===== config.mk =====
export PLATFORM = sky130hd
export DESIGN_NAME = lvds_rx_top
export DESIGN_NICKNAME = d
export VERILOG_FILES = /design/src/logic/rx_apb_pkg.sv /design/src/logic/rx_types_pkg.sv /design/src/logic/lane_aligner.sv /design/src/logic/lvds_deser.sv /design/src/logic/lvds_rx_top.sv /design/src/logic/rx_apb_regs.sv
export VERILOG_INCLUDE_DIRS = /design/src /design/src/logic
export SDC_FILE = /design/constraint.sdc
export NUM_CORES = 1
export LEC_CHECK = 0
export ABC_AREA = 0
export ABC_CLOCK_PERIOD_IN_PS = 2830
export BUFFER_PORTS_ARGS = -buffer_cell sky130_fd_sc_hd__buf_2
export CAP_MARGIN = 20
export CORE_MARGIN = 3
export CORE_UTILIZATION = 25
export CTS_CLUSTER_DIAMETER = 200
export DETAILED_ROUTE_END_ITERATION = 7
export PLACE_DENSITY_LB_ADDON = 0.2
export SETUP_SLACK_MARGIN = 0.1
export SYNTH_ARGS = -nofsm -noshare
export SYNTH_HDL_FRONTEND = slang
export SYNTH_HIERARCHICAL = 1
export SYNTH_SLANG_ARGS = --single-unit

===== constraint.sdc =====
create_clock -name clk -period 2.83 [get_ports clk]
set_input_delay 0.566 -clock clk [delete_from_list [all_inputs] [get_ports clk]]
set_output_delay 0.566 -clock clk [all_outputs]
set_load 0.02 [all_outputs]

===== src/logic/rx_config.svh =====
`ifndef RX_CONFIG_SVH
`define RX_CONFIG_SVH

// ########################################
// receiver geometry.
// ########################################

// number of serial lanes.
`define RX_LANES 8

// deserialization factor, bits per lane word.
`define RX_WORD_BITS 10

// ########################################
// alignment tuning.
// ########################################

// consecutive pattern matches before a lane reports lock.
`define RX_LOCK_COUNT 4

// slips after which the search restarts its count.
`define RX_MAX_SLIPS 10

`endif


===== src/logic/rx_apb_pkg.sv =====
package rx_apb_pkg;

   typedef struct packed {
      logic        psel;
      logic        penable;
      logic        pwrite;
      logic [7:0]  paddr;
      logic [31:0] pwdata;
   } apb_req_t;

   typedef struct packed {
      logic [31:0] prdata;
      logic        pready;
      logic        pslverr;
   } apb_rsp_t;

   // register map, byte addresses.
   typedef enum logic [7:0] {
      CTRL        = 8'h00,
      PATTERN     = 8'h04,
      LOCK_STATUS = 8'h08,
      LANE_RESET  = 8'h0C,
      WORD_SEL    = 8'h10,
      WORD_DATA   = 8'h14
   } rx_reg_addr_t;

endpackage


===== src/logic/rx_types_pkg.sv =====
`include "rx_config.svh"

package rx_types_pkg;

   // one deserialized lane word, first received bit in bit 0.
   typedef logic [`RX_WORD_BITS-1:0] rx_word_t;

   // words of all lanes plus the lane 0 strobe.
   typedef struct packed {
      rx_word_t [`RX_LANES-1:0] word;
      logic                     valid;
   } rx_bundle_t;

   // per-lane word alignment states.
   typedef enum logic [2:0] {
      IDLE   = 3'd0,
      CHECK  = 3'd1,
      SLIP   = 3'd2,
      SETTLE = 3'd3,
      LOCKED = 3'd4
   } align_state_t;

endpackage


===== src/logic/lane_aligner.sv =====
`include "rx_config.svh"

module lane_aligner import rx_types_pkg::*; (
   input  logic     clk,
   input  logic     reset,
   input  logic     train_en,
   input  logic     lane_reset,
   input  rx_word_t pattern,
   input  rx_word_t word,
   input  logic     word_valid,
   output logic     bitslip,
   output logic     locked
);

   localparam int MATCH_W = $clog2(`RX_LOCK_COUNT + 1);
   localparam int SLIP_W  = $clog2(`RX_MAX_SLIPS + 1);

   align_state_t       state;
   logic [MATCH_W-1:0] match_cnt;
   logic [SLIP_W-1:0]  slip_cnt;
   logic               restart;

   // training off or a lane reset drops the lane back to idle.
   assign restart = reset || lane_reset || !train_en;

   always_ff @(posedge clk) begin
      if (restart) begin
         state     <= IDLE;
         match_cnt <= '0;
         slip_cnt  <= '0;
         bitslip   <= 1'b0;
         locked    <= 1'b0;
      end else begin
         bitslip <= 1'b0;
         case (state)
            IDLE: begin
               match_cnt <= '0;
               slip_cnt  <= '0;
               state     <= CHECK;
            end
            CHECK: begin
               if (word_valid) begin
                  if (word == pattern) begin
                     if (match_cnt == MATCH_W'(`RX_LOCK_COUNT - 1)) begin
                        state  <= LOCKED;
                        locked <= 1'b1;
                     end else begin
                        match_cnt <= match_cnt + 1'b1;
                     end
                  end else begin
                     // move the boundary one bit and start counting again.
                     match_cnt <= '0;
                     bitslip   <= 1'b1;
                     state     <= SLIP;
                     if (slip_cnt == SLIP_W'(`RX_MAX_SLIPS - 1)) begin
                        slip_cnt <= '0;
                     end else begin
                        slip_cnt <= slip_cnt + 1'b1;
                     end
                  end
               end
            end
            SLIP: begin
               state <= SETTLE;
            end
            SETTLE: begin
               // this word straddles the slip.
               if (word_valid) begin
                  state <= CHECK;
               end
            end
            LOCKED: begin
            end
            default: begin
               state <= IDLE;
            end
         endcase
      end
   end

   a_slip_pulse : assert property (
      @(posedge clk) disable iff (reset)
      bitslip |=> !bitslip
   );

   a_lock_state : assert property (
      @(posedge clk) disable iff (reset)
      locked |-> state == LOCKED
   );

endmodule


===== src/logic/lvds_deser.sv =====
`include "rx_config.svh"

module lvds_deser import rx_types_pkg::*; (
   input  logic     clk,
   input  logic     reset,
   input  logic     serial,
   input  logic     bitslip,
   output rx_word_t word,
   output logic     word_valid
);

   localparam int CNT_W = $clog2(`RX_WORD_BITS);

   logic [CNT_W-1:0]         bit_cnt;
   logic [`RX_WORD_BITS-2:0] shift;
   logic                     wrap;

   // the tenth bit of a word is on the line.
   // a slip holds the counter, so the boundary moves one bit later.
   assign wrap = (bit_cnt == CNT_W'(`RX_WORD_BITS - 1)) && !bitslip;

   // ########################################
   // bit counter and word strobe.
   // ########################################

   always_ff @(posedge clk) begin
      if (reset) begin
         bit_cnt    <= '0;
         word_valid <= 1'b0;
      end else begin
         word_valid <= wrap;
         if (!bitslip) begin
            if (wrap) begin
               bit_cnt <= '0;
            end else begin
               bit_cnt <= bit_cnt + 1'b1;
            end
         end
      end
   end

   // ########################################
   // shift register and parallel word.
   // ########################################

   // bits arrive LSB first, so new bits enter at the top.
   always_ff @(posedge clk) begin
      shift <= {serial, shift[`RX_WORD_BITS-2:1]};
      if (wrap) begin
         word <= {serial, shift};
      end
   end

   // a word takes at least ten bit times.
   a_valid_spacing : assert property (
      @(posedge clk) disable iff (reset)
      word_valid |=> !word_valid
   );

endmodule


===== src/logic/lvds_rx_top.sv =====
`include "rx_config.svh"

module lvds_rx_top import rx_types_pkg::*, rx_apb_pkg::*; (
   input  logic                 clk,
   input  logic                 reset,
   input  logic [`RX_LANES-1:0] rx_serial,
   input  apb_req_t             apb_req,
   output apb_rsp_t             apb_rsp,
   output rx_bundle_t           rx_out,
   output logic                 rx_locked
);

   rx_word_t [`RX_LANES-1:0] lane_word;
   logic [`RX_LANES-1:0]     lane_valid;
   logic [`RX_LANES-1:0]     lane_slip;
   logic [`RX_LANES-1:0]     lane_locked;
   logic [`RX_LANES-1:0]     lane_reset;
   logic                     train_en;
   rx_word_t                 pattern;

   // ########################################
   // per-lane deserializer and aligner.
   // ########################################

   for (genvar i = 0; i < `RX_LANES; i++) begin : g_lane
      lvds_deser lvds_deser_inst (
         .clk        (clk),
         .reset      (reset),
         .serial     (rx_serial[i]),
         .bitslip    (lane_slip[i]),
         .word       (lane_word[i]),
         .word_valid (lane_valid[i])
      );

      lane_aligner lane_aligner_inst (
         .clk        (clk),
         .reset      (reset),
         .train_en   (train_en),
         .lane_reset (lane_reset[i]),
         .pattern    (pattern),
         .word       (lane_word[i]),
         .word_valid (lane_valid[i]),
         .bitslip    (lane_slip[i]),
         .locked     (lane_locked[i])
      );
   end

   // lanes slip independently, lane 0 stands in for the strobe.
   assign rx_out.word  = lane_word;
   assign rx_out.valid = lane_valid[0];
   assign rx_locked    = &lane_locked;

   // ########################################
   // configuration registers.
   // ########################################

   rx_apb_regs rx_apb_regs_inst (
      .clk        (clk),
      .reset      (reset),
      .apb_req    (apb_req),
      .apb_rsp    (apb_rsp),
      .locked     (lane_locked),
      .words      (rx_out),
      .train_en   (train_en),
      .pattern    (pattern),
      .lane_reset (lane_reset)
   );

endmodule


===== src/logic/rx_apb_regs.sv =====
`include "rx_config.svh"

module rx_apb_regs import rx_types_pkg::*, rx_apb_pkg::*; (
   input  logic                 clk,
   input  logic                 reset,
   input  apb_req_t             apb_req,
   output apb_rsp_t             apb_rsp,
   input  logic [`RX_LANES-1:0] locked,
   input  rx_bundle_t           words,
   output logic                 train_en,
   output rx_word_t             pattern,
   output logic [`RX_LANES-1:0] lane_reset
);

   localparam int       LANE_W        = $clog2(`RX_LANES);
   localparam rx_word_t PATTERN_RESET = 10'h17C;

   rx_reg_addr_t addr;
   logic         access;
   logic         wr_en;
   logic         addr_hit;
   logic [31:0]  rd_data;
   logic [7:0]   word_sel;
   rx_word_t     sel_word;

   assign addr   = rx_reg_addr_t'(apb_req.paddr);
   assign access = apb_req.psel && apb_req.penable;
   assign wr_en  = access && apb_req.pwrite;

   // ########################################
   // word snapshot.
   // ########################################

   always_comb begin
      sel_word = '0;
      if (word_sel < `RX_LANES) begin
         sel_word = words.word[word_sel[LANE_W-1:0]];
      end
   end

   // ########################################
   // read decode.
   // ########################################

   // lanes above 31 do not fit the 32-bit status and reset registers.
   always_comb begin
      addr_hit = 1'b1;
      rd_data  = '0;
      case (addr)
         CTRL:        rd_data = 32'(train_en);
         PATTERN:     rd_data = 32'(pattern);
         LOCK_STATUS: rd_data = 32'(locked);
         LANE_RESET:  rd_data = '0;
         WORD_SEL:    rd_data = 32'(word_sel);
         WORD_DATA:   rd_data = 32'(sel_word);
         default:     addr_hit = 1'b0;
      endcase
   end

   assign apb_rsp.prdata  = rd_data;
   assign apb_rsp.pready  = 1'b1;
   assign apb_rsp.pslverr = access && !addr_hit;

   // ########################################
   // write side.
   // ########################################

   always_ff @(posedge clk) begin
      if (reset) begin
         train_en   <= 1'b0;
         pattern    <= PATTERN_RESET;
         word_sel   <= '0;
         lane_reset <= '0;
      end else begin
         lane_reset <= '0;
         if (wr_en) begin
            case (addr)
               CTRL:       train_en   <= apb_req.pwdata[0];
               PATTERN:    pattern    <= rx_word_t'(apb_req.pwdata);
               LANE_RESET: lane_reset <= `RX_LANES'(apb_req.pwdata);
               WORD_SEL:   word_sel   <= apb_req.pwdata[7:0];
               // read-only and unmapped addresses.
               default: ;
            endcase
         end
      end
   end

   a_penable_psel : assert property (
      @(posedge clk) disable iff (reset)
      apb_req.penable |-> apb_req.psel
   );

endmodule


# Yosys cells after proc, flatten, opt, wreduce, memory -nomap -nowiden

Cells that the tools add are included.

$add $sub $neg: 16
Multipliers: 0
Divide/modulo/power cells: 0
Magnitude comparators: 2
Eq/ne operators: 93
Shifts and indexed selects: 0
Multiplexer cells: 93
Bitwise gates (word level): 26
Reduce and logical (&&, ||, !) cells: 92

Operators with widths:

| kind                                                            | number |
|---|---|
| 3-bit 2-to-1 mux                                                | 56 |
| 3-bit case mux with 5 select lines                              | 8 |
| 10-bit == test                                                  | 8 |
| 3-bit by 2-bit == test with 1-bit output, second input constant | 24 |
| 4-bit AND reduction                                             | 16 |
| 10-bit case mux with 5 select lines                             | 1 |
| 3-bit != test, second input constant                            | 16 |
| 3-bit case mux with 2 select lines                              | 8 |
| 4-bit by 1-bit adder with 4-bit output, second input constant   | 8 |
| 4-bit == test, second input constant                            | 8 |
| 4-bit 2-to-1 mux                                                | 8 |
| 2-bit != test, second input constant                            | 16 |
| 10-bit binary-select mux with 3-bit select                      | 1 |
| 3-bit OR reduction                                              | 9 |
| 1-bit inverter                                                  | 26 |
| 3-bit by 1-bit adder with 3-bit output, second input constant   | 8 |
| 3-bit by 1-bit == test with 1-bit output, second input constant | 8 |
| 3-bit == test, second input constant                            | 8 |
| 3-bit zero test                                                 | 8 |
| 3-bit AND reduction                                             | 8 |
| 10-bit 2-to-1 mux                                               | 2 |
| 8-bit by 4-bit == test with 1-bit output, second input constant | 2 |
| 8-bit by 5-bit == test with 1-bit output, second input constant | 2 |
| 1-bit logical OR                                                | 16 |
| 11 further kinds                                                | 47 |

Register bits: 283
Bits in latches: 0
RAM bits: 0
ROM bits: 0
Bits of input ports: 53
Output and inout bits: 116
Memories kept: 0

# Longest topological paths before layout

Gate-level depths: netlist of the first run.

Word-level depth: 5
Gate-level depth with buffers: 6

# By module

Netlist of the first run, hierarchy kept.

Modules (own cells, without submodules):

| module       | instances | cells each | area an instance (um^2) |
|---|---|---|---|
| lvds_deser   | 8         | 41         | 705.7 |
| lane_aligner | 8         | 68         | 571.8 |
| rx_apb_regs  | 1         | 205        | 2050.7 |
| lvds_rx_top  | 1         | 4          | 23.8 |

# Least setup slack after synthesis of the first run

Ideal clock, no wire load.

Kind: input -> output
Start: in apb_req[35] (netlist bit)
End: out apb_rsp[3] (netlist bit)
Data arrival time: 1.862 ns
Data required time: 2.264 ns
Path slack: 0.402 ns
Cell stages on the path: 5
Path buffers: 1
Cells stage by stage: nor4_2 > and4_1 > buf_2 > a21oi_1 > o211ai_1

RTL lines:

| what        | line             | source |
|---|---|---|
| from (decl) | lvds_rx_top.sv:7 | `input apb_req_t apb_req,` |
| to (decl)   | lvds_rx_top.sv:8 | `output apb_rsp_t apb_rsp,` |

==> results of run 1 <==
-- sequential cells by signal (all words and copies together), names as in the netlist --
signal / count
g_lane.lvds_deser_inst/bit_cnt: 32
rx_apb_regs_inst/lane_reset: 8
g_lane.lane_aligner_inst/bitslip: 8
g_lane.lvds_deser_inst/word: 80
rx_apb_regs_inst/word_sel: 8
rx_apb_regs_inst/train_en: 1
rx_apb_regs_inst/pattern: 10
g_lane.lvds_deser_inst/shift: 72
g_lane.lane_aligner_inst/locked: 8
g_lane.lane_aligner_inst/match_cnt: 24
g_lane.lane_aligner_inst/state: 24
g_lane.lvds_deser_inst/word_valid: 8
-- how the worst max path moves through the flow --
stage / start / endpoint / slack [ps]
final: rx_apb_regs_inst/word_sel[1] / apb_rsp[6] / -240
after CTS: rx_apb_regs_inst/word_sel[1] / apb_rsp[9] / -270
after detailed placement: rx_apb_regs_inst/word_sel[1] / apb_rsp[6] / 210
after global routing: rx_apb_regs_inst/word_sel[1] / apb_rsp[9] / -280
after global placement: rx_apb_regs_inst/word_sel[1] / apb_rsp[6] / 200
after floorplan: apb_req[35] / apb_rsp[3] / 400
-- cells in the mapped netlist, types with 10 or more instances --
| cell | count | area, µm² |
|---|---|---|
| a211oi_1 | 16 | 120.1 |
| mux4_2 | 20 | 450.4 |
| nand3_1 | 18 | 90.09 |
| nor2b_1 | 12 | 75.07 |
| xnor2_1 | 88 | 770.7 |
| buf_4 | 24 | 180.2 |
| inv_1 | 23 | 86.33 |
| nor2_1 | 79 | 296.5 |
| nor3_1 | 30 | 150.1 |
| nand2_1 | 93 | 349.1 |
| or3_1 | 16 | 100.1 |
| dfxtp_1 | 203 | 4064 |
| and2_1 | 11 | 68.82 |
| a21oi_1 | 51 | 255.2 |
| or4b_1 | 16 | 160.2 |
| nand4_1 | 20 | 125.1 |
| mux2i_1 | 22 | 220.2 |
| o21ai_0 | 32 | 160.2 |
| nand2b_1 | 16 | 100.1 |
| xor2_1 | 16 | 140.1 |
| o211ai_1 | 10 | 75.07 |
| edfxtp_1 | 80 | 2402 |
| nor4_1 | 16 | 100.1 |
| ha_1 | 32 | 400.4 |
-- kinds of logic after synthesis --
family | share of synthesized area [%]
simple gates | 17.77
flops | 52.60
compound gates | 7.490
xor+xnor | 7.409
buf+inv | 5.139
mux | 6.279
fa+ha+maj | 3.257
other cells | 0.06109
-- area by class of cell --
cell class                 count  share of cell area (%)
antenna                        1                 0.01668
clock buffer                  45                   6.155
clock inverter                16                  0.9174
inverter                      23                  0.5755
multi-input combinational    742                   35.43
sequential                   283                   43.15
tap                          656                   5.471
timing repair buffer         189                   8.282
-- per-stage QoR --
step | TNS, ps | hold slack (ps)
2_1_floorplan | 0 | 326.5
3_3_place_gp | 0 | 329.6
3_5_place_dp | 0 | 332.7
4_1_cts | -1618 | 147.7
5_1_grt | -1897 | 155.3
6_report | -1437 | 174.9
-- placed cells by master, fill, tap and decap left out, drive strengths merged, types with 8 or more instances in the layout --
cell type / instances
a2111oi: 8
a211oi: 16
a21oi: 51
a31oi: 9
and2: 11
and2b: 8
and4bb: 8
buf: 188
clkbuf: 46
clkinv: 9
conb: 23
dfxtp: 203
edfxtp: 80
ha: 32
inv: 24
mux2: 9
mux2i: 22
mux4: 20
nand2: 93
nand2b: 16
nand3: 18
nand4: 21
nand4b: 9
nor2: 79
nor2b: 12
nor3: 30
nor3b: 8
nor4: 26
o211ai: 10
o21ai: 32
or2: 8
or3: 16
or4b: 16
xnor2: 88
xor2: 16
-- metal layers --
metal	up-vias	GRT usage, %	routed length [µm]
li1	4262	-	-
met1	4326	20.23	18270
met2	225	20.24	15460
met3	34	3.381	2357
met4	0	3.356	584
met5	-	0	0
-- what timing repair did --
item	in CTS	in global routing
setup endpoints to repair	10	10
endpoints found under the hold margin	0	0
buffers inserted	6	10
pin swaps	5	3
gates cloned	2	0
resized for setup	31	4
-- power by group through the flow --
stage	sequential (mW)	clock [mW]	combinational (mW)
global placement	4.40	0	0.208
finish	4.31	4.16	0.212
global route	4.32	4.46	0.242
CTS	4.31	4.29	0.214
floorplan	4.38	0	0.154
detailed placement	4.40	0	0.211
==> reports/qor.yml, run 1 <==
slew_viol_final: 0
finalWirelength_um: 36670
cts_sinks: 283
firstDrtPassIters: 4
track_usage_pct: 13.78
drt_iter0_markers: 577
core_mm2: 0.04815
period_share_pct: 108.6
drtAntennaViolNets: 0
final_layout_size_suffix_gt1_share_pct: 22.80
finalClockSkew_ps: 14.68
grt_pass1_wl_um: 54990
async_flop_share_pct: 0
setup_viol: 8
synth_ff_type: "dfxtp_1"
whs_path_depth: 1
endpoint_kind: "output pin"
wl_per_cell_um: 18.76
syn-mean-instance-area_um2: 11.37
grt_pass1_vias: 8575
die_h_um: 227.8
placed_cell_area_mm2: 0.01365
place.gp.congestion: 0.7937
ys_types: 49
combinationalPowerShare_pct: 2.4
worst_slack_ps: -244.4
worst_pin_slew_ps: 756.9
maxCapViolations: 0
critPathKind: "reg2out"
cts_buffers: 34
dp_hpwl_um: 27340
violations: "negative setup slack"
cts.clk_slew.worst_paths_ps: 60
seq_area_frac_synth_pct: 52.60
synth_edf_count: 80
cp_max_fo: 5
p_leak_nw: 5.514
clockBufferDepth: 3
area_delta_synth_final_pct: 22.02
finalHoldViolations: 0
min_from: "rx_serial[0]"
syn_area_mm2: 0.01229
power.internal_mw: 6.818
htreeDepth: 2
drc: 0
cpPeakStageDelay_ps: 550
p_sw_share_pct: 21.48
cts_root_buf: "clkbuf_16"
period_needed_ps: 3074
outcome: "finished with violations"
synth_cells: 1081
fillCellCount: 4946
worst_path_max_delay_cell: "mux4_2"
final_cells: 1955
initial_utilization_pct: 25.54
grt_max_degree: 31
viasPerCell: 4.525
dp.cells: 1875
place_ws_ps: 207.7
netSwitchingPower_mw: 1.865
antenna_found_initial: 1
final_nets: 1358
fmax_mhz: 325.3
clock_latency_ps: 500
overflow: 0
hold_path_end: "g_lane[0].lvds_deser_inst/shift[8]"
hold_class: "in2reg"
crit_buf_inv: 2
hold_buffers: 0
cp.required_ps: 2260
pwr-share-clk_pct: 47.9
reg2regPathDepth: 5
port_buffers: 123
start_kind: "register"
crit_arrival_ps: 2510
seqPwrFrac_pct: 49.6
ys_warn_count: 6
power.total_mw: 8.683
final_area_mm2: 0.01500
peakVddDrop_v: 0.0004811
cp.depth: 5
die-area_mm2: 0.05187
die_w_um: 227.8
r2r_slack_ps: 440
r2r-start: "rx_apb_regs_inst/pattern[2]"
regArea_mm2: 0.006474
finish.utilization_pct: 31.16
ioPinCount: 169
cts_tree: "done"
rsz0062_at_grt: "true"
crit_family: "multiplexers"
reg2reg_to: "g_lane[2].lane_aligner_inst/match_cnt[0]"
multiInputGateArea_mm2: 0.005315
cellPowerDensity_mw_per_mm2: 578.8
dr_total_vias: 8847
synth_seq_cells: 283
slew_headroom_pct: 49.47
path_cells: "buf_12 -> mux4_2 -> mux2_4 -> a221o_1 -> buf_6"
num_rows: 80
Note: power is estimated with default switching activity, not from simulation.
==> run 2: changes to the inputs <==
- CTS_BUF_LIST: not set -> sky130_fd_sc_hd__clkbuf_8
==> run 2 against run 1 <==
  * The flow still finishes with violations (negative setup slack)
  * Total power down 3.3%
  * Sequential power is essentially flat
  * Design area is 0.53% lower
  * Sequential share of layout area grew 0.23 points
  * Global-route usage increased by 0.14 points
  * Routed wire length is 0.55% higher
  * Die area is the same
  * Via count grew 0.92%
  * First-iteration DRC count is 15% lower
  * Largest cell class unchanged
  * Largest power group unchanged
  * Highest routed layer unchanged
==> reports/qor.yml, run 2 (synthesis gave the netlist of run 1 again) <==
area_delta_synth_final_pct: 21.38
grt_max_degree: 31  # unchanged
r2r-start: "rx_apb_regs_inst/pattern[2]"
p_leak_nw: 5.567  # +0.95%
peakVddDrop_v: 0.0003315  # -31%
dp_hpwl_um: 27340  # unchanged
top_regs: "g_lane.lvds_deser_inst/word (80), g_lane.lvds_deser_inst/shift (72), g_lane.lvds_deser_inst/bit_cnt (32)"
track_usage_pct: 13.92  # +0.14 points
endpoint_kind: "output pin"
worst_path_max_delay_cell: "mux4_2"
final_nets: 1371  # +0.96%
die_w_um: 227.8  # unchanged
wl_per_cell_um: 18.60  # -0.82%
cts.clk_slew.worst_paths_ps: 60  # about the same
ioPinCount: 169  # unchanged
cpPeakStageDelay_ps: 550  # about the same
dp.cells: 1875  # unchanged
seqPwrFrac_pct: 51.3  # +1.7 points
pwr-share-clk_pct: 46.2  # -1.7 points
layout_commonest_cell: "dfxtp_1"
place.gp.congestion: 0.7937  # unchanged
core_mm2: 0.04815  # unchanged
num_rows: 80  # unchanged
worst_slack_ps: -342.1  # -97.65 ps
max_flop_register: "g_lane.lvds_deser_inst/word"
netSwitchingPower_mw: 1.913  # +2.5%
initial_utilization_pct: 25.54  # unchanged
maxCapViolations: 0  # unchanged
cts_root_buf: "clkbuf_8"
hold_class: "in2reg"
grt_pass1_vias: 8767  # +2.2%
fillCellCount: 4978  # +0.65%
finalWirelength_um: 36870  # +0.55%
finalClockSkew_ps: 22.32  # +7.637 ps
multiInputGateArea_mm2: 0.005304  # -0.21%
antenna_found_initial: 1  # unchanged
final_layout_size_suffix_gt1_share_pct: 24.00  # +1.2 points
die_h_um: 227.8  # unchanged
rsz0062_at_grt: "true"
combinationalPowerShare_pct: 2.5  # about the same
power.internal_mw: 6.482  # -4.9%
cp.required_ps: 2260  # about the same
period_share_pct: 112.1  # +3.5 points
final_cell_mix: "dfxtp_1, buf_2, nand2_1, xnor2_1, edfxtp_1"
overflow: 0  # unchanged
finalHoldViolations: 0  # unchanged
drc: 0  # unchanged
power.total_mw: 8.395  # -3.3%
port_buffers: 123  # unchanged
hold_buffers: 0  # unchanged
min_from: "rx_serial[3]"
drt_iter0_markers: 493  # -15%
firstDrtPassIters: 4  # unchanged
setup_viol: 9  # +1
slew_viol_final: 0  # unchanged
clock_latency_ps: 590  # +90 ps
grt_pass1_wl_um: 55540  # +0.99%
period_needed_ps: 3172  # +97.65 ps
cts_tree: "done"
p_sw_share_pct: 22.79  # +1.3 points
cts_buffers: 50  # +47%
cts_sinks: 283  # unchanged
violations: "negative setup slack"
crit_arrival_ps: 2610  # +100 ps
regArea_mm2: 0.006474  # unchanged
drtAntennaViolNets: 0  # unchanged
critPathKind: "reg2out"
fmax_mhz: 315.3  # -3.1%
final_cells: 1982  # +1.4%
cp_max_fo: 5  # unchanged
path_cells: "buf_12 -> mux4_2 -> mux2_2 -> a221o_1 -> buf_2"
start_kind: "register"
die-area_mm2: 0.05187  # unchanged
crit_start: "rx_apb_regs_inst/word_sel[1]"
viasPerCell: 4.505  # -0.46%
final_area_mm2: 0.01492  # -0.53%
clockBufferDepth: 3  # unchanged
dr_total_vias: 8928  # +0.92%
largest_reg_flops: 80  # unchanged
worst_pin_slew_ps: 751.2  # -5.665 ps
outcome: "finished with violations"
cellPowerDensity_mw_per_mm2: 562.5  # -2.8%
htreeDepth: 2  # unchanged
placed_cell_area_mm2: 0.01365  # unchanged
slew_headroom_pct: 49.46  # about the same
## run 2: repair_timing
action	CTS	global route
buffers inserted	8	5
cloned	2	0
pin swaps	6	4
gates resized for setup	27	1
setup endpoints to repair	10	10
## run 2: power by group through the flow
stage	clock, mW	combinational [mW]	sequential [mW]
global route	4.23	0.242	4.32
finish	3.88	0.211	4.31
detailed placement	0	0.211	4.40
global placement	0	0.208	4.40
CTS	4.04	0.213	4.31
floorplan	0	0.154	4.38
## run 2: final cells by class
type / instances / share of cell area [%]
tap: 656 / 5.500
antenna: 1 / 0.01677
clock buffer: 54 / 4.980
sequential: 283 / 43.38
inverter: 23 / 0.5785
timing repair buffer: 186 / 8.108
multi-input combinational: 742 / 35.54
clock inverter: 37 / 1.895
## run 2: worst paths after layout
kind                                                            endpoint  slack, ps  cells past startpoint
worst max-delay path                                          apb_rsp[6]       -340                      5
worst min-delay path                  g_lane[3].lvds_deser_inst/shift[8]        100                      1
worst max register to register  g_lane[3].lane_aligner_inst/match_cnt[0]        430                      5
worst min register to register        g_lane[2].lvds_deser_inst/shift[4]        340                      0
## run 2: metrics by stage
stage	hold WS [ps]	TNS, ps	setup slack (ps)	util [%]
floorplan	326.5	0	402.2	-
global placement	329.6	0	202.1	28.35
detailed placement	332.7	0	207.7	28.35
CTS	36.56	-2989	-388.7	30.91
global route	46.65	-3049	-389.9	31.00
finish	99.13	-2470	-342.1	31.00
## run 2: metal layers
layer  share of wire [%]  up-vias  GRT usage [%]
li1                    -     4308              -
met1                  50     4336          20.25
met2                  41      234          20.29
met3                 6.3       50          3.643
met4                 2.1        0          3.832
met5                   0        -              0
## run 2: worst max-delay path: cells and delay by family, from the launching register on
family	cells	cell delay, ps
AO/OA/AOI/OAI	1	380
buffers and inverters	2	330
flip-flops	1	410
multiplexers	2	880
